==> src/hw/wrc_settings.svh <==
`ifndef WRC_SETTINGS_SVH
`define WRC_SETTINGS_SVH

// Client side.
`define WRC_ADDR_W 34
`define WRC_DATA_W 16

// One line is one DDR2 beat.
`define WRC_LINE_W 128
`define WRC_MASK_W 16

// DDR2 command port.
`define WRC_DDR_ADDR_W 31

// Peer line buffers on the shared port.
`define WRC_NUM_CLIENTS 2

`endif

==> src/hw/client_wr_pkg.sv <==
`include "wrc_settings.svh"

package client_wr_pkg;

  // Client write request fields.
  typedef logic [`WRC_ADDR_W-1:0]   wr_addr_t;
  typedef logic [`WRC_DATA_W-1:0]   wr_data_t;
  typedef logic [`WRC_DATA_W/8-1:0] wr_sel_t;

  // Upper address bits naming one line.
  typedef logic [`WRC_ADDR_W-$clog2(`WRC_MASK_W)-1:0] line_addr_t;

  // Line buffer collect states.
  // WR_DELAYED holds a missing write until the port frees up.
  // WR_COMMIT holds an eob flush until the port frees up.
  typedef enum logic [1:0] {
    WR_COLLECT,
    WR_DELAYED,
    WR_COMMIT
  } collect_state_e;

endpackage

==> src/hw/ddr_wr_pkg.sv <==
`include "wrc_settings.svh"

package ddr_wr_pkg;

  // DDR2 write port fields.
  typedef logic [`WRC_LINE_W-1:0]     ddr_line_t;
  typedef logic [`WRC_MASK_W-1:0]     ddr_mask_t;
  typedef logic [`WRC_DDR_ADDR_W-1:0] ddr_addr_t;

  // Burst sender, data beat then address beat.
  typedef enum logic {
    SEND_IDLE,
    SEND_SECOND
  } send_state_e;

  // Index of the buffer owning the port.
  typedef logic [$clog2(`WRC_NUM_CLIENTS)-1:0] client_id_t;

endpackage

==> src/hw/ddr_wr_if.sv <==
`timescale 1ns/1ps

interface ddr_wr_if
  import ddr_wr_pkg::*;
();

  // Beats from one line buffer.
  ddr_line_t data;
  ddr_mask_t mask;
  logic      data_wen;
  ddr_addr_t addr;
  logic      addr_wen;
  logic      send_req;

  // FIFO stall levels as this buffer sees them.
  logic      af_afull;
  logic      df_afull;

  modport buffer (
    output data, mask, data_wen, addr, addr_wen, send_req,
    input  af_afull, df_afull
  );

  modport arbiter (
    input  data, mask, data_wen, addr, addr_wen, send_req,
    output af_afull, df_afull
  );

endinterface

==> src/hw/mem_wr_cache.sv <==
`timescale 1ns/1ps
`include "wrc_settings.svh"

module mem_wr_cache
  import client_wr_pkg::*;
  import ddr_wr_pkg::*;
(
  input  logic     clk,
  input  logic     reset,
  input  wr_sel_t  wr_sel_i,
  input  logic     wr_strb_i,
  input  wr_addr_t wr_addr_i,
  input  wr_data_t wr_data_i,
  input  logic     wr_eob_i,
  output logic     wr_ack_o,
  ddr_wr_if.buffer ddr
);

  localparam int SEL_W    = `WRC_DATA_W / 8;
  localparam int OFF_LSB  = $clog2(SEL_W);
  localparam int LINE_LSB = $clog2(`WRC_MASK_W);

  collect_state_e collect_state;
  send_state_e    send_state;

  logic       buffer_empty;
  line_addr_t buffer_addr;
  ddr_line_t  data_buffer;
  ddr_mask_t  mask_buffer;
  line_addr_t addr_buff;

  line_addr_t                  wr_line_addr;
  logic [LINE_LSB-OFF_LSB-1:0] wr_offset;
  ddr_line_t                   data_overlay;
  ddr_mask_t                   mask_overlay;
  ddr_line_t                   merge_base;
  ddr_line_t                   data_next;

  logic buffer_hit;
  logic send_busy;
  logic send_wait;
  logic port_free;
  logic send_start;

  assign wr_line_addr = wr_addr_i[`WRC_ADDR_W-1:LINE_LSB];
  assign wr_offset    = wr_addr_i[LINE_LSB-1:OFF_LSB];
  assign buffer_hit   = buffer_empty || (buffer_addr == wr_line_addr);

  // Halfword and selects shifted to their slot in the line.
  assign data_overlay = ddr_line_t'(wr_data_i) << (`WRC_DATA_W * wr_offset);
  assign mask_overlay = ddr_mask_t'(wr_sel_i) << (SEL_W * wr_offset);

  // A fresh line starts from zero.
  assign merge_base = (collect_state == WR_COLLECT && buffer_hit && !buffer_empty) ?
                      data_buffer : '0;

  always_comb begin
    for (int b = 0; b < `WRC_MASK_W; b++) begin
      data_next[8*b +: 8] = mask_overlay[b] ? data_overlay[8*b +: 8] : merge_base[8*b +: 8];
    end
  end

  // Sender status.
  assign send_busy = (send_state == SEND_SECOND);
  assign send_wait = send_busy ? (ddr.af_afull | ddr.df_afull) : ddr.df_afull;
  assign port_free = ~send_wait & ~send_busy;

  // Buffered line must go out now.
  always_comb begin
    case (collect_state)
      WR_COLLECT: send_start = wr_strb_i ? ~buffer_hit : (wr_eob_i & ~buffer_empty);
      default:    send_start = 1'b1;
    endcase
  end

  always_comb begin
    case (collect_state)
      WR_COMMIT:  wr_ack_o = 1'b0;
      WR_DELAYED: wr_ack_o = wr_strb_i & port_free;
      default:    wr_ack_o = wr_strb_i & (buffer_hit | port_free);
    endcase
  end

  always_ff @(posedge clk) begin
    if (reset) begin
      collect_state <= WR_COLLECT;
      buffer_empty  <= 1'b1;
      mask_buffer   <= '0;
    end else begin
      case (collect_state)
        WR_COLLECT: begin
          if (wr_strb_i) begin
            if (buffer_hit) begin
              buffer_empty <= 1'b0;
              buffer_addr  <= wr_line_addr;
              data_buffer  <= data_next;
              mask_buffer  <= mask_buffer | mask_overlay;
            end else if (port_free) begin
              // Old line leaves this cycle.
              buffer_addr <= wr_line_addr;
              data_buffer <= data_next;
              mask_buffer <= mask_overlay;
            end else begin
              collect_state <= WR_DELAYED;
            end
          end else if (wr_eob_i && !buffer_empty) begin
            if (port_free) begin
              buffer_empty <= 1'b1;
              mask_buffer  <= '0;
            end else begin
              collect_state <= WR_COMMIT;
            end
          end
        end
        WR_DELAYED: begin
          if (port_free && wr_strb_i) begin
            collect_state <= WR_COLLECT;
            buffer_empty  <= 1'b0;
            buffer_addr   <= wr_line_addr;
            data_buffer   <= data_next;
            mask_buffer   <= mask_overlay;
          end
        end
        WR_COMMIT: begin
          if (port_free) begin
            collect_state <= WR_COLLECT;
            buffer_empty  <= 1'b1;
            mask_buffer   <= '0;
          end
        end
        default: collect_state <= WR_COLLECT;
      endcase
    end
  end

  // Two beat burst, line with mask then address with zero mask.
  assign ddr.data_wen = ~send_wait & (send_busy | send_start);
  assign ddr.addr_wen = ~send_wait & send_busy;
  assign ddr.data     = data_buffer;
  assign ddr.mask     = send_busy ? '0 : mask_buffer;
  assign ddr.addr     = {addr_buff, 1'b0};
  assign ddr.send_req = send_busy | send_start;

  always_ff @(posedge clk) begin
    if (reset) begin
      send_state <= SEND_IDLE;
    end else begin
      case (send_state)
        SEND_IDLE: begin
          if (ddr.data_wen) begin
            send_state <= SEND_SECOND;
          end
        end
        SEND_SECOND: begin
          if (ddr.addr_wen) begin
            send_state <= SEND_IDLE;
          end
        end
        default: send_state <= SEND_IDLE;
      endcase
    end
  end

  // Line address kept for the address beat.
  always_ff @(posedge clk) begin
    if (send_state == SEND_IDLE && ddr.data_wen) begin
      addr_buff <= buffer_addr;
    end
  end

endmodule

==> src/hw/ddr_wr_arbiter.sv <==
`timescale 1ns/1ps
`include "wrc_settings.svh"

module ddr_wr_arbiter
  import ddr_wr_pkg::*;
(
  input  logic      clk,
  input  logic      reset,
  ddr_wr_if.arbiter port0,
  ddr_wr_if.arbiter port1,
  output ddr_line_t ddr_data_o,
  output ddr_mask_t ddr_mask_o,
  output logic      ddr_data_wen_o,
  output ddr_addr_t ddr_addr_o,
  output logic      ddr_addr_wen_o,
  input  logic      ddr_af_afull_i,
  input  logic      ddr_df_afull_i
);

  logic [`WRC_NUM_CLIENTS-1:0] req;

  client_id_t owner_q;
  client_id_t owner;
  client_id_t rr_q;
  logic       locked_q;
  logic       done_q;
  logic       hold;

  assign req = {port1.send_req, port0.send_req};

  // Owner keeps the port through its burst and while it still asks.
  assign hold = locked_q | (req[owner_q] & ~done_q);

  always_comb begin
    owner = owner_q;
    if (!hold) begin
      if (req[rr_q]) begin
        owner = rr_q;
      end else if (req[~rr_q]) begin
        owner = ~rr_q;
      end
    end
  end

  // Non-owner sees full FIFOs and stalls.
  assign port0.af_afull = (owner == client_id_t'(0)) ? ddr_af_afull_i : 1'b1;
  assign port0.df_afull = (owner == client_id_t'(0)) ? ddr_df_afull_i : 1'b1;
  assign port1.af_afull = (owner == client_id_t'(1)) ? ddr_af_afull_i : 1'b1;
  assign port1.df_afull = (owner == client_id_t'(1)) ? ddr_df_afull_i : 1'b1;

  always_comb begin
    if (owner == client_id_t'(1)) begin
      ddr_data_o     = port1.data;
      ddr_mask_o     = port1.mask;
      ddr_data_wen_o = port1.data_wen;
      ddr_addr_o     = port1.addr;
      ddr_addr_wen_o = port1.addr_wen;
    end else begin
      ddr_data_o     = port0.data;
      ddr_mask_o     = port0.mask;
      ddr_data_wen_o = port0.data_wen;
      ddr_addr_o     = port0.addr;
      ddr_addr_wen_o = port0.addr_wen;
    end
  end

  always_ff @(posedge clk) begin
    if (reset) begin
      owner_q  <= '0;
      rr_q     <= '0;
      locked_q <= 1'b0;
      done_q   <= 1'b0;
    end else begin
      owner_q <= owner;
      done_q  <= ddr_addr_wen_o;
      if (ddr_addr_wen_o) begin
        // Burst done, the other buffer goes first next.
        locked_q <= 1'b0;
        rr_q     <= ~owner;
      end else if (ddr_data_wen_o) begin
        locked_q <= 1'b1;
      end
    end
  end

endmodule

==> src/hw/ddr_wr_top.sv <==
`timescale 1ns/1ps

module ddr_wr_top
  import client_wr_pkg::*;
  import ddr_wr_pkg::*;
(
  input  logic      clk,
  input  logic      reset,

  input  wr_sel_t   wr0_sel_i,
  input  logic      wr0_strb_i,
  input  wr_addr_t  wr0_addr_i,
  input  wr_data_t  wr0_data_i,
  input  logic      wr0_eob_i,
  output logic      wr0_ack_o,

  input  wr_sel_t   wr1_sel_i,
  input  logic      wr1_strb_i,
  input  wr_addr_t  wr1_addr_i,
  input  wr_data_t  wr1_data_i,
  input  logic      wr1_eob_i,
  output logic      wr1_ack_o,

  output ddr_line_t ddr_data_o,
  output ddr_mask_t ddr_mask_o,
  output logic      ddr_data_wen_o,
  output ddr_addr_t ddr_addr_o,
  output logic      ddr_addr_wen_o,
  input  logic      ddr_af_afull_i,
  input  logic      ddr_df_afull_i
);

  ddr_wr_if port0_if ();
  ddr_wr_if port1_if ();

  mem_wr_cache cache0 (
    .clk       (clk),
    .reset     (reset),
    .wr_sel_i  (wr0_sel_i),
    .wr_strb_i (wr0_strb_i),
    .wr_addr_i (wr0_addr_i),
    .wr_data_i (wr0_data_i),
    .wr_eob_i  (wr0_eob_i),
    .wr_ack_o  (wr0_ack_o),
    .ddr       (port0_if.buffer)
  );

  mem_wr_cache cache1 (
    .clk       (clk),
    .reset     (reset),
    .wr_sel_i  (wr1_sel_i),
    .wr_strb_i (wr1_strb_i),
    .wr_addr_i (wr1_addr_i),
    .wr_data_i (wr1_data_i),
    .wr_eob_i  (wr1_eob_i),
    .wr_ack_o  (wr1_ack_o),
    .ddr       (port1_if.buffer)
  );

  ddr_wr_arbiter arbiter (
    .clk            (clk),
    .reset          (reset),
    .port0          (port0_if.arbiter),
    .port1          (port1_if.arbiter),
    .ddr_data_o     (ddr_data_o),
    .ddr_mask_o     (ddr_mask_o),
    .ddr_data_wen_o (ddr_data_wen_o),
    .ddr_addr_o     (ddr_addr_o),
    .ddr_addr_wen_o (ddr_addr_wen_o),
    .ddr_af_afull_i (ddr_af_afull_i),
    .ddr_df_afull_i (ddr_df_afull_i)
  );

endmodule

==> config.mk <==
export PLATFORM = sky130hd
export DESIGN_NAME = ddr_wr_top
export DESIGN_NICKNAME = d
export VERILOG_FILES = /design/src/hw/client_wr_pkg.sv /design/src/hw/ddr_wr_pkg.sv /design/src/hw/ddr_wr_if.sv /design/src/hw/mem_wr_cache.sv /design/src/hw/ddr_wr_arbiter.sv /design/src/hw/ddr_wr_top.sv
export VERILOG_INCLUDE_DIRS = /design/src /design/src/hw
export SDC_FILE = /design/constraint.sdc
export NUM_CORES = 1
export LEC_CHECK = 0
export BUFFER_PORTS_ARGS = -buffer_cell sky130_fd_sc_hd__clkbuf_2
export CELL_PAD_IN_SITES_DETAIL_PLACEMENT = 1
export CELL_PAD_IN_SITES_GLOBAL_PLACEMENT = 1
export CORE_UTILIZATION = 45
export DETAILED_ROUTE_END_ITERATION = 6
export HOLD_SLACK_MARGIN = 0.05
export PLACE_DENSITY_LB_ADDON = 0.1
export SYNTH_ARGS = -nofsm -noshare
export SYNTH_HDL_FRONTEND = slang
export SYNTH_SLANG_ARGS = --single-unit
==> constraint.sdc <==
create_clock -name clk -period 14.2 [get_ports clk]
set_clock_uncertainty 0.1 [all_clocks]
set_input_delay 4.26 -clock clk [delete_from_list [all_inputs] [get_ports clk]]
set_output_delay 4.26 -clock clk [all_outputs]
set_load 0.01 [all_outputs]
[Word-level counts from Yosys, hierarchy flattened]
Cells that the tools add are included.
Cells by class
  magnitude comparators: 3
  eq/ne operators: 24
  shifts and indexed selects: 4
  mux-type cells: 130
  bitwise operators: 34
  reductions and logical operators: 29
Operators with widths (number)
  $mux 128: 11
  $pmux 128 s2: 2
  $mux 8: 32
  $shl 16x7->128: 2
  $mux 16: 15
  $mux 30: 8
  $pmux 30 s2: 2
  $pmux 16 s3: 2
  $eq 30x30->1: 2
  $mux 1: 35
  $or 16x16->16: 2
  $shl 2x4->16: 2
  $mux 31: 1
  $mux 2: 14
  $reduce_and 5->1: 4
  $reduce_and 4->1: 4
  $and 1x1->1: 13
  $ne 3x3->1 const B: 4
  $not 1->1: 12
  $pmux 2 s3: 2
  $logic_and 1x1->1: 10
  $ne 2x1->1 const B: 4
  $ne 2x2->1 const B: 4
  $ne 4x2->1 const B: 2
  14 further kinds: 35
Word-level totals
  register bits: 420
  bits of input ports: 112
  output and inout bits: 179
  logic and storage cells: 242

[Longest topological paths before layout]
Gate-level depths: netlist of run 1.
  word-level depth: 20
  gate-level depth with buffers: 12
  mapped depth without buffers: 9

[By module]
From an unflattened synthesis of run 1, not the netlist that was laid out.
Second synthesis, totals
  cells, all modules: 1406
  area, all modules: 19072.0 µm²
Modules (own cells, without submodules)
  mem_wr_cache: times used 2, cells each 590, area an instance 8090.3 µm²
  ddr_wr_arbiter: times used 1, cells each 226, area an instance 2891.5 µm²

[Worst setup path after synthesis of run 1]
Ideal clock, no wire load.
  path type: input -> output
  start point: in wr0_addr_i[21]
  end point: out ddr_mask_o[10]
  arrival time: 6508 ps
  setup slack: 3332 ps
  stages on the path: 9
  buffers on the path: 2
  path through: xnor2_1 -> nand4_1 -> nor4_2 -> a21oi_2 -> a2111oi_4 -> nor2_1 -> clkbuf_1 -> clkbuf_1 -> o31ai_1
Between the ends
  word-level cells in the longest chain between the ends: 12
  elaborated cells between the ends (all ways): 18
  classes of those cells: 1 x eq/ne; 12 x mux; 4 x bitwise; 1 x reduce/logical
RTL lines
  start: declaration: line ddr_wr_top.sv:12  | input wr_addr_t wr0_addr_i,
  $eq 30x30->1 (*): line mem_wr_cache.sv:47  | assign buffer_hit = buffer_empty || (buffer_addr == wr_line_addr);
  $logic_or 1x1->1 (*): line mem_wr_cache.sv:47
  $not 1->1 (*): line mem_wr_cache.sv:71  | WR_COLLECT: send_start = wr_strb_i ? ~buffer_hit : (wr_eob_i & ~buffer_empty);
  $mux 1 (*): line mem_wr_cache.sv:71
  $mux 1 (*): line mem_wr_cache.sv:70  | case (collect_state)
  $or 1x1->1 (*): line mem_wr_cache.sv:142  | assign ddr.send_req = send_busy | send_start;
  $mux 1 (on tied branches) (2 in a row): line ddr_wr_arbiter.sv:39, ddr_wr_arbiter.sv:32
  $mux 1 / $and 1x1->1 (equally long branches): line ddr_wr_arbiter.sv:39, ddr_wr_arbiter.sv:32
  $mux 1 / $or 1x1->1 (equally long branches): line ddr_wr_arbiter.sv:37, ddr_wr_arbiter.sv:32
  $mux 1 (*): line ddr_wr_arbiter.sv:36  | if (!hold) begin
  $mux 16 (*): line ddr_wr_arbiter.sv:52  | if (owner == client_id_t'(1)) begin
  end: declaration: line ddr_wr_top.sv:25  | output ddr_mask_t ddr_mask_o,
Every way passes the cells marked *; elsewhere a longest branch is shown, timed or not. The select of a mux whose other input is x is not followed.

[Worst setup path in the final report of run 1]
  start point: in wr1_addr_i[23]
  end point: out ddr_data_o[29]
Between the ends
  word-level cells in the longest chain between the ends: 12
  elaborated cells between the ends (all ways): 18
  classes of those cells: 1 x eq/ne; 12 x mux; 4 x bitwise; 1 x reduce/logical
RTL lines
  start: declaration: line ddr_wr_top.sv:19  | input wr_addr_t wr1_addr_i,
  $eq 30x30->1 (*): line mem_wr_cache.sv:47
  $logic_or 1x1->1 (*): line mem_wr_cache.sv:47
  $not 1->1 (*): line mem_wr_cache.sv:71
  $mux 1 (*): line mem_wr_cache.sv:71
  $mux 1 (*): line mem_wr_cache.sv:70
  $or 1x1->1 (*): line mem_wr_cache.sv:142
  $mux 1 (on tied branches) (2 in a row): line ddr_wr_arbiter.sv:39, ddr_wr_arbiter.sv:32
  $mux 1 / $and 1x1->1 (equally long branches): line ddr_wr_arbiter.sv:39, ddr_wr_arbiter.sv:32
  $mux 1 / $or 1x1->1 (equally long branches): line ddr_wr_arbiter.sv:37, ddr_wr_arbiter.sv:32
  $mux 1 (*): line ddr_wr_arbiter.sv:36
  $mux 128 (*): line ddr_wr_arbiter.sv:52
  end: declaration: line ddr_wr_top.sv:24  | output ddr_line_t ddr_data_o,
Marks and branches as above.

==> results of run 1 <==
state kept, by name, summed over array words and instances (netlist names), 16 cells and up:
register and count:
cache0.addr_buff 30, cache0.ddr.data 128, cache1.buffer_addr 30, cache0.buffer_addr 30, cache0.mask_buffer 16, cache1.ddr.data 128, cache1.mask_buffer 16, cache1.addr_buff 30
power breakdown:
group	total, mW	internal (mW)	switching, mW
Clock	1.11	0.627	0.482
Sequential	1.73	1.65	0.0884
Combinational	1.98	0.822	1.16
final timing paths:
kind	cells past startpoint	start	end
max	11	wr1_addr_i[23]	ddr_data_o[29]
max reg2reg	9	cache0.buffer_addr[18]$_DFFE_PP_	cache1.ddr.data[117]$_SDFFCE_PN0P_
min reg2reg	0	cache0.buffer_addr[27]$_DFFE_PP_	cache0.addr_buff[27]$_DFFE_PP_
min	0	cache0.buffer_addr[27]$_DFFE_PP_	cache0.addr_buff[27]$_DFFE_PP_
per-layer routing:
metal	track usage, %	vias up	routed length (um)
met3	5.63	76	3530
met1	33.0	6150	22000
met5	0	-	33
li1	-	5542	-
met2	45.4	372	27500
met4	8.89	4	1410
worst max-delay path: cells and delay by family:
kind / cells / cell delay [ns]
and+or+nand+nor: 3 / 1.55
buffers and inverters: 4 / 0.85
muxes: 1 / 0.42
AOI/OAI and AO/OA: 2 / 0.36
xor gates and xnor gates: 1 / 0.21
through the flow:
| stage | power, mW | setup WS (ns) | hold slack [ns] |
|---|---|---|---|
| after floorplan | 2.96 | 3.33 | 0.342 |
| after global placement | 3.72 | 2.14 | 0.352 |
| after CTS | 4.86 | 2.04 | 0.372 |
| after global routing | 5.03 | 1.93 | 0.378 |
| after detailed placement | 3.75 | 2.05 | 0.357 |
| final | 4.82 | 2.12 | 0.371 |
area by class of cell:
cell class | count | area [um^2] | share of cell area, %
timing repair buffer | 303 | 1590 | 7.41
clock inverter | 27 | 189 | 0.878
clock buffer | 53 | 1180 | 5.47
antenna | 1 | 2.50 | 0.0116
inverter | 41 | 154 | 0.715
sequential | 420 | 12200 | 56.5
multi-input combinational | 839 | 5580 | 25.9
tap | 525 | 657 | 3.05
cells in the mapped netlist, drive strengths merged, types with 9 or more instances:
| master | count | area (um^2) |
|---|---|---|
| a21oi | 45 | 229 |
| a22o | 10 | 87.6 |
| buf | 19 | 97.6 |
| clkbuf | 43 | 161 |
| dfxtp | 44 | 881 |
| edfxtp | 376 | 11300 |
| inv | 41 | 154 |
| mux2 | 159 | 1790 |
| nand2 | 56 | 210 |
| nand2b | 35 | 219 |
| nand3 | 18 | 90.1 |
| nand3b | 17 | 128 |
| nand4 | 18 | 113 |
| nor2 | 286 | 1070 |
| nor2b | 13 | 81.3 |
| nor3 | 11 | 55.1 |
| o21ai | 9 | 48.8 |
| o31ai | 19 | 143 |
| o32ai | 16 | 140 |
| xnor2 | 60 | 526 |
cells by family after synthesis:
family / Yosys count
buffers and inverters: 103
and+or+nand+nor: 471
muxes: 160
AOI/OAI and AO/OA: 139
adders and majority gates: 8
xor gates and xnor gates: 60
DFF: 420
other: 1
placed cells by master, fill, tap and decap left out, types with 6 or more instances in the layout:
cell type / Yosys / layout
a21oi_1: 44 / 44
a22o_1: 10 / 10
a32o_1: 6 / 6
buf_4: 1 / 13
clkbuf_1: 43 / 7
clkbuf_16: 0 / 46
clkbuf_2: 0 / 287
clkinv_1: 0 / 11
clkinv_2: 0 / 11
dfxtp_1: 44 / 44
edfxtp_1: 376 / 376
ha_1: 8 / 8
inv_1: 41 / 41
mux2_2: 159 / 159
nand2_1: 56 / 56
nand2b_1: 35 / 35
nand3_1: 18 / 18
nand3b_1: 17 / 17
nand4_1: 18 / 18
nor2_1: 286 / 285
nor2b_1: 13 / 13
nor3_1: 11 / 8
o21ai_0: 7 / 7
o31ai_1: 19 / 19
o32ai_1: 16 / 16
xnor2_1: 60 / 60
==> flow_summary.json, run 1 <==
{
  "status": "finished clean",
  "cts_resized": 0,
  "synth_compound_area_share_pct": 5.65,
  "syn-num-nets": 1482,
  "final_area_um2": 21500,
  "nFillCells": 4086,
  "crit_path_start_kind": "primary input",
  "worstPathCellList": "clkbuf_2 -> xnor2_1 -> nand4_1 -> nor4_1 -> a31o_2 -> a211oi_1 -> buf_4 -> nor2_4 -> buf_12 -> mux2_2 -> clkbuf_2",
  "initial_utilization_pct": 45.6,
  "vias": 12100,
  "crit_required_ns": 9.84,
  "gp_congestion": 0.865,
  "finalSetupTns_ns": 0,
  "critPathMostFrequentCell": "clkbuf_2",
  "drv_cap": 0,
  "clk_pin_slew_ns": 0.06,
  "synth_area_um2": 18100,
  "yosys.area_share.simple_pct": 11.6,
  "final_util_pct": 54.2,
  "crit_path_end_kind": "output port",
  "clock_latency_ns": 0.57,
  "cts_tree": "built",
  "wl_per_cell_um": 24.7,
  "antenna_found_initial": 3,
  "final_cells": 2209,
  "powerDensity_nw_per_um2": 224,
  "drt_first_iter_violations": 707,
  "post_synth_num_cell_types": 58,
  "core_area_um2": 39700,
  "critPathMaxFanout": 59,
  "vias_per_cell": 5.50,
  "post_cts_buffers": 0,
  "seq_area_frac_synth_pct": 67.1,
  "layout-drive-gt1-share_pct": 32.1,
  "grt_overflow": 0,
  "slew_headroom_pct": 24.6,
  "rows": 73,
  "grt_setup_unrepaired": "false",
  "clock.fmax_mhz": 82.8,
  "worstMarginPinSlew_ns": 1.13,
  "critPathKind": "in -> out",
  "synth_fa_ha_area_share_pct": 0.552,
  "dp_hpwl_mm": 39.0,
  "hold_path_class": "reg -> reg",
  "yosysWarnings": 0,
  "ir_drop_uv": 154,
  "muxShareOfSynthArea_pct": 9.93,
  "portBuffers": 287,
  "final_max_slew_viol_count": 0,
  "syn2layout_area_growth_pct": 18.7,
  "first_global_vias": 12600,
  "place_area_um2": 20200,
  "die_h_um": 203,
  "reg2reg_slack_ns": 9.76,
  "syn_area_per_cell_um2": 13.3,
  "die-area_um2": 41100,
  "netlist_instances": 1362,
  "fin_crit_ns": 12.08,
  "synth_seq_cells": 420,
  "synth-xor-area-share_pct": 2.90,
  "cts_buffers": 45,
  "postRouteAntennaNets": 0,
  "ys.flop_type": "edfxtp_1",
  "io_pins": 291,
  "cts_hold_buf": 0,
  "grt_pass1_wl_mm": 79.5,
  "synth_top_family_by_area": "simple AND/OR/NAND/NOR gates",
  "cts.sinks": 420,
  "fin_crit_sh_pct": 85.0,
  "clockBufferDepth": 3,
  "grt_max_degree": 60,
  "hold_violations": 0,
  "synth-edff-count": 376,
  "wl_mm": 54.5,
  "grtUsageTotal_pct": 26.4,
  "finalSetupViolations": 0,
  "ctsHtreeMaxLevel": 2,
  "place_inst": 2128,
  "nNetsFinal": 1770,
  "firstDrtPassIters": 5,
  "async_flop_share_pct": 0,
  "critical_path_arrival_ns": 7.72,
  "cpPeakStageDelay_ns": 0.70,
  "drc": 0,
  "p_leak_nw": 7.88,
  "clockRootBuffer": "clkbuf_16",
  "die_w_um": 203,
  "critPathSlowestCell": "nor2_4"
}
Note: power is estimated with default switching activity, not from simulation.
==> run 2, diff against run 1 <==
Settings changed: CAP_MARGIN set to 20, CORE_UTILIZATION 45 to 42.
Clock period 14.2 ns to 10.01 ns, I/O delays scaled along.
==> flow_summary.json, run 2 (same netlist as run 1, synthesis figures left out) <==
{
  "critPathMaxFanout": 16,
  "clock.fmax_mhz": 109,
  "layout-drive-gt1-share_pct": 32.2,
  "rows": 75,
  "wl_mm": 56.1,
  "die_w_um": 210,
  "post_cts_buffers": 0,
  "die-area_um2": 44000,
  "die_h_um": 210,
  "core_area_um2": 42200,
  "first_global_vias": 12600,
  "wl_met2_mm": 27.1,
  "cts.sinks": 420,
  "firstDrtPassIters": 6,
  "clock_latency_ns": 0.58,
  "wl_per_cell_um": 25.1,
  "antenna_found_initial": 4,
  "slew_headroom_pct": 24.3,
  "ir_drop_uv": 214,
  "grt_setup_unrepaired": "false",
  "hold_violations": 0,
  "critPathMostFrequentCell": "buf_4",
  "crit_path_end_kind": "output port",
  "io_pins": 291,
  "critical_path_buf_inv_count": 5,
  "hold_path_class": "reg -> reg",
  "powerDensity_nw_per_um2": 319,
  "worstPathCellList": "clkbuf_2 -> xnor2_1 -> nand4_1 -> nor4_1 -> buf_4 -> a31o_2 -> a211oi_1 -> nor2_4 -> buf_4 -> buf_4 -> mux2_2 -> clkbuf_2",
  "dp_hpwl_mm": 40.2,
  "ctsHtreeMaxLevel": 2,
  "finalSetupViolations": 0,
  "wl_met1_mm": 23.1,
  "critPathSlowestCell": "nor4_1",
  "grt_pass1_wl_mm": 81.0,
  "place_inst": 2145,
  "grt_max_degree": 55,
  "vias_per_cell": 5.50,
  "nNetsFinal": 1774,
  "drv_cap": 0,
  "drc": 0,
  "fin_crit_ns": 9.18,
  "finalSetupTns_ns": 0,
  "crit_path_start_kind": "primary input",
  "fin_crit_sh_pct": 91.7,
  "clockRootBuffer": "clkbuf_16",
  "final_cell_mix": "edfxtp_1, clkbuf_2, nor2_1",
  "critical_path_arrival_ns": 6.07,
  "p_leak_nw": 7.90,
  "initial_utilization_pct": 42.9,
  "cts_resized": 0,
  "nFillCells": 4392,
  "wl_met3_mm": 4.18,
  "cts_buffers": 45,
  "cpPeakStageDelay_ns": 0.47,
  "clockBufferDepth": 3,
  "status": "finished clean",
  "syn2layout_area_growth_pct": 19.1,
  "critPathKind": "in -> out",
  "portBuffers": 287,
  "final_cells": 2230,
  "crit_required_ns": 6.91,
  "final_max_slew_viol_count": 0,
  "crit_family": "simple AND/OR/NAND/NOR gates",
  "vias": 12300,
  "cts_tree": "built",
  "routed.top_layer": "met5",
  "final_common_cell": "edfxtp_1",
  "drt_first_iter_violations": 776,
  "worstMarginPinSlew_ns": 1.13,
  "gp_congestion": 0.882,
  "grtUsageTotal_pct": 25.4,
  "clk_pin_slew_ns": 0.06,
  "postRouteAntennaNets": 0,
  "grt_overflow": 0,
  "cts_hold_buf": 0
}
[run 2: changes by cell type in the layout (fill, tap and decap cells not counted), moves of 2 or more]
cell | previous run | this run
clkinv_2 | 11 | 9
clkbuf_1 | 7 | 11
clkinv_1 | 11 | 9
buf_4 | 13 | 17
[run 2: stage by stage]
step           utilization (%)  total power [mW]  setup WS (ns)  hold slack [ns]  cell area (um^2)
2_1_floorplan                -              4.20           1.66            0.342             18100
6_report                  51.1              6.88          0.833            0.368             21600
3_3_place_gp              47.8              5.29          0.831            0.351             20200
5_1_grt                   51.1              7.17          0.690            0.368             21600
4_1_cts                   51.1              6.94          0.735            0.364             21600
3_5_place_dp              47.8              5.32          0.759            0.357             20200
[run 2: layer usage]
layer  vias to the layer above  track usage (%)
li1                       5535                -
met1                      6169             32.6
met2                       467             42.2
met3                        92             5.73
met4                         2             9.04
met5                         -                0
[run 2: power breakdown]
group / total [mW] / switching [mW] / internal (mW) / leakage [nW]
sequential: 2.46 / 0.126 / 2.33 / 3.91
combinational: 2.81 / 1.64 / 1.17 / 3.31
clock: 1.61 / 0.702 / 0.908 / 0.678
total: 6.88 / 2.47 / 4.41 / 7.90
[run 2: area by class of cell]
class	count	area, um^2	area share, %
Multi-Input combinational cell	839	5590	25.9
Clock inverter	26	225	1.04
Antenna cell	2	5.00	0.0232
Timing Repair Buffer	307	1620	7.48
Tap cell	539	674	3.12
Clock buffer	56	1170	5.40
Inverter	41	154	0.713
Sequential cell	420	12200	56.4
[run 2: worst register-to-register path, cell delays in order (launching register included)]
cell       delay [ns]
edfxtp_1         0.41
xnor2_1          0.22
nand4_1          0.14
nor4_2           0.65
a21oi_2          0.28
a2111oi_4        0.49
buf_4            0.23
o21a_1           0.23
o211ai_1         0.14
buf_4            0.27
a21oi_1          0.83
[run 2: worst paths after layout]
check / startpoint / endpoint / cells after the start / slack (ns)
worst max-delay path: wr1_addr_i[21] / ddr_data_o[55] / 12 / 0.83
worst min-delay path: cache1.buffer_addr[10]$_DFFE_PP_ / cache1.addr_buff[10]$_DFFE_PP_ / 0 / 0.37
worst max register to register: cache0.buffer_addr[17]$_DFFE_PP_ / cache1.ddr.data[82]$_SDFFCE_PN0P_ / 10 / 5.63
worst min register to register: cache1.buffer_addr[10]$_DFFE_PP_ / cache1.addr_buff[10]$_DFFE_PP_ / 0 / 0.37
==> run 3, diff against run 2 <==
==> constraint.sdc (replaced) <==
create_clock -name clk -period 10.01 [get_ports clk]
set_clock_uncertainty 0.1 [all_clocks]
set_input_delay 0.5005 -clock clk [delete_from_list [all_inputs] [get_ports clk]]
set_output_delay 0.5005 -clock clk [all_outputs]
set_load 0.01 [all_outputs]
==> flow_summary.json, run 3 (same netlist as run 1, synthesis figures left out) <==
{
  "firstDrtPassIters": 5,
  "vias_per_cell": 5.47,
  "crit_start": "wr1_addr_i[15]",
  "grt_setup_unrepaired": "false",
  "drv_cap": 0,
  "critical_path_arrival_ns": 5.40,
  "portBuffers": 287,
  "critPathMostFrequentCell": "clkbuf_2",
  "worstPathCellList": "dlygate4sd3_1 -> clkbuf_2 -> xnor2_1 -> nand4_1 -> nor4_1 -> a31o_2 -> a211oi_1 -> nor2_4 -> buf_4 -> mux2_2 -> clkbuf_2",
  "rows": 75,
  "critPathMaxFanout": 76,
  "die-area_um2": 44000,
  "postRouteAntennaNets": 0,
  "ir_drop_uv": 261,
  "worstMarginPinSlew_ns": 1.21,
  "core_area_um2": 42200,
  "gp_congestion": 0.865,
  "die_w_um": 210,
  "wl_per_cell_um": 25.1,
  "cts_tree": "built",
  "slew_headroom_pct": 18.7,
  "cp.depth": 11,
  "final_max_slew_viol_count": 0,
  "cpPeakStageDelay_ns": 1.02,
  "crit_path_start_kind": "primary input",
  "fin_crit_sh_pct": 59.9,
  "dp_hpwl_mm": 39.5,
  "cts.sinks": 420,
  "drc": 0,
  "p_leak_nw": 8.13,
  "grt_overflow": 0,
  "wl_mm": 57.3,
  "drt_first_iter_violations": 758,
  "holdWs_ns": 0.223,
  "die_h_um": 210,
  "clk_pin_slew_ns": 0.05,
  "syn2layout_area_growth_pct": 22.1,
  "clock_latency_ns": 0.56,
  "clockBufferDepth": 3,
  "status": "finished clean",
  "fin_crit_ns": 6.00,
  "hold_path_class": "in -> reg",
  "r2r_cells": 10,
  "antenna_found_initial": 0,
  "critPathSlowestCell": "nor4_1",
  "io_pins": 291,
  "crit_end": "ddr_data_o[32]",
  "first_global_vias": 13000,
  "crit_path_end_kind": "output port",
  "grt_pass1_wl_mm": 83.1,
  "clock.fmax_mhz": 167,
  "critPathKind": "in -> out",
  "layout-drive-gt1-share_pct": 30.9,
  "final_cell_mix": "edfxtp_1, clkbuf_2, nor2_1",
  "cts_buffers": 46,
  "hold_violations": 0,
  "grt_max_degree": 85,
  "critical_path_buf_inv_count": 4,
  "finalSetupViolations": 0,
  "timing.rr.start": "cache1.buffer_addr[11]$_DFFE_PP_",
  "reg2reg_slack_ns": 5.33,
  "crit_family": "simple AND/OR/NAND/NOR gates",
  "nFillCells": 4313,
  "grtUsageTotal_pct": 26.0,
  "clockRootBuffer": "clkbuf_16",
  "fin_total_pwr_mw": 6.88,
  "vias": 12500,
  "crit_required_ns": 9.41,
  "n_antenna_cell": 0,
  "final_common_cell": "edfxtp_1",
  "initial_utilization_pct": 42.9,
  "ctsHtreeMaxLevel": 2,
  "nNetsFinal": 1831,
  "powerDensity_nw_per_um2": 310,
  "r2r_end": "cache0.ddr.data[114]$_SDFFCE_PN0P_",
  "finalSetupTns_ns": 0,
  "post_cts_buffers": 0
}
[run 3: report_power, final]
group / switching [mW] / total (mW) / internal, mW
clock: 0.691 / 1.60 / 0.913
sequential: 0.129 / 2.46 / 2.33
combinational: 1.64 / 2.81 / 1.17
[run 3: metrics by stage]
stage	util, %	worst slack, ns	instance area, um^2	cells
floorplan	-	5.64	18100	1362
global placement	47.6	4.63	20100	2139
detailed placement	47.6	4.62	20100	2139
CTS	52.3	4.06	22100	2279
global route	52.5	3.90	22200	2282
finish	52.5	4.01	22200	2282
[run 3: cell type report]
type                    instances  area (um^2)  area share [%]
repair buffers                363         2180            9.85
well taps                     539          674            3.04
clock inverters                23          159           0.717
flip-flops and latches        420        12200            55.0
clock buffers                  57         1220            5.52
inverters                      41          154           0.695
multi-input cells             839         5590            25.2
[run 3: layer usage]
layer / wire length (um) / vias up / track usage (%)
met1: 23400 / 6321 / 33.1
met2: 28700 / 450 / 44.7
met5: 0 / - / 0
li1: - / 5644 / -
met4: 1280 / 0 / 7.25
met3: 4000 / 68 / 5.63
[run 3: repair_timing]
action | CTS | global route
gates resized for setup | 0 | 0
hold endpoints to repair | 60 | 0
hold buffers | 60 | 0
endpoints found under the setup margin | 0 | 0
[run 3: how the worst min path moves through the flow]
stage,startpoint,end,cells past startpoint
detailed placement,cache0.mask_buffer[11]$_SDFFE_PP0P_,cache0.mask_buffer[11]$_SDFFE_PP0P_,1
CTS,ddr_af_afull_i,arbiter.done_q$_SDFF_PP0_,3
global placement,cache1.buffer_addr[19]$_DFFE_PP_,cache1.addr_buff[19]$_DFFE_PP_,0
floorplan,cache0.mask_buffer[0]$_SDFFE_PP0P_,cache0.mask_buffer[0]$_SDFFE_PP0P_,1
finish,ddr_af_afull_i,arbiter.done_q$_SDFF_PP0_,3
global route,ddr_af_afull_i,arbiter.done_q$_SDFF_PP0_,3
[run 3: tightest hold or removal path: stages]
cell and delay [ns]:
clkbuf_2 0.11, or2_2 0.16, nor3_1 0.06
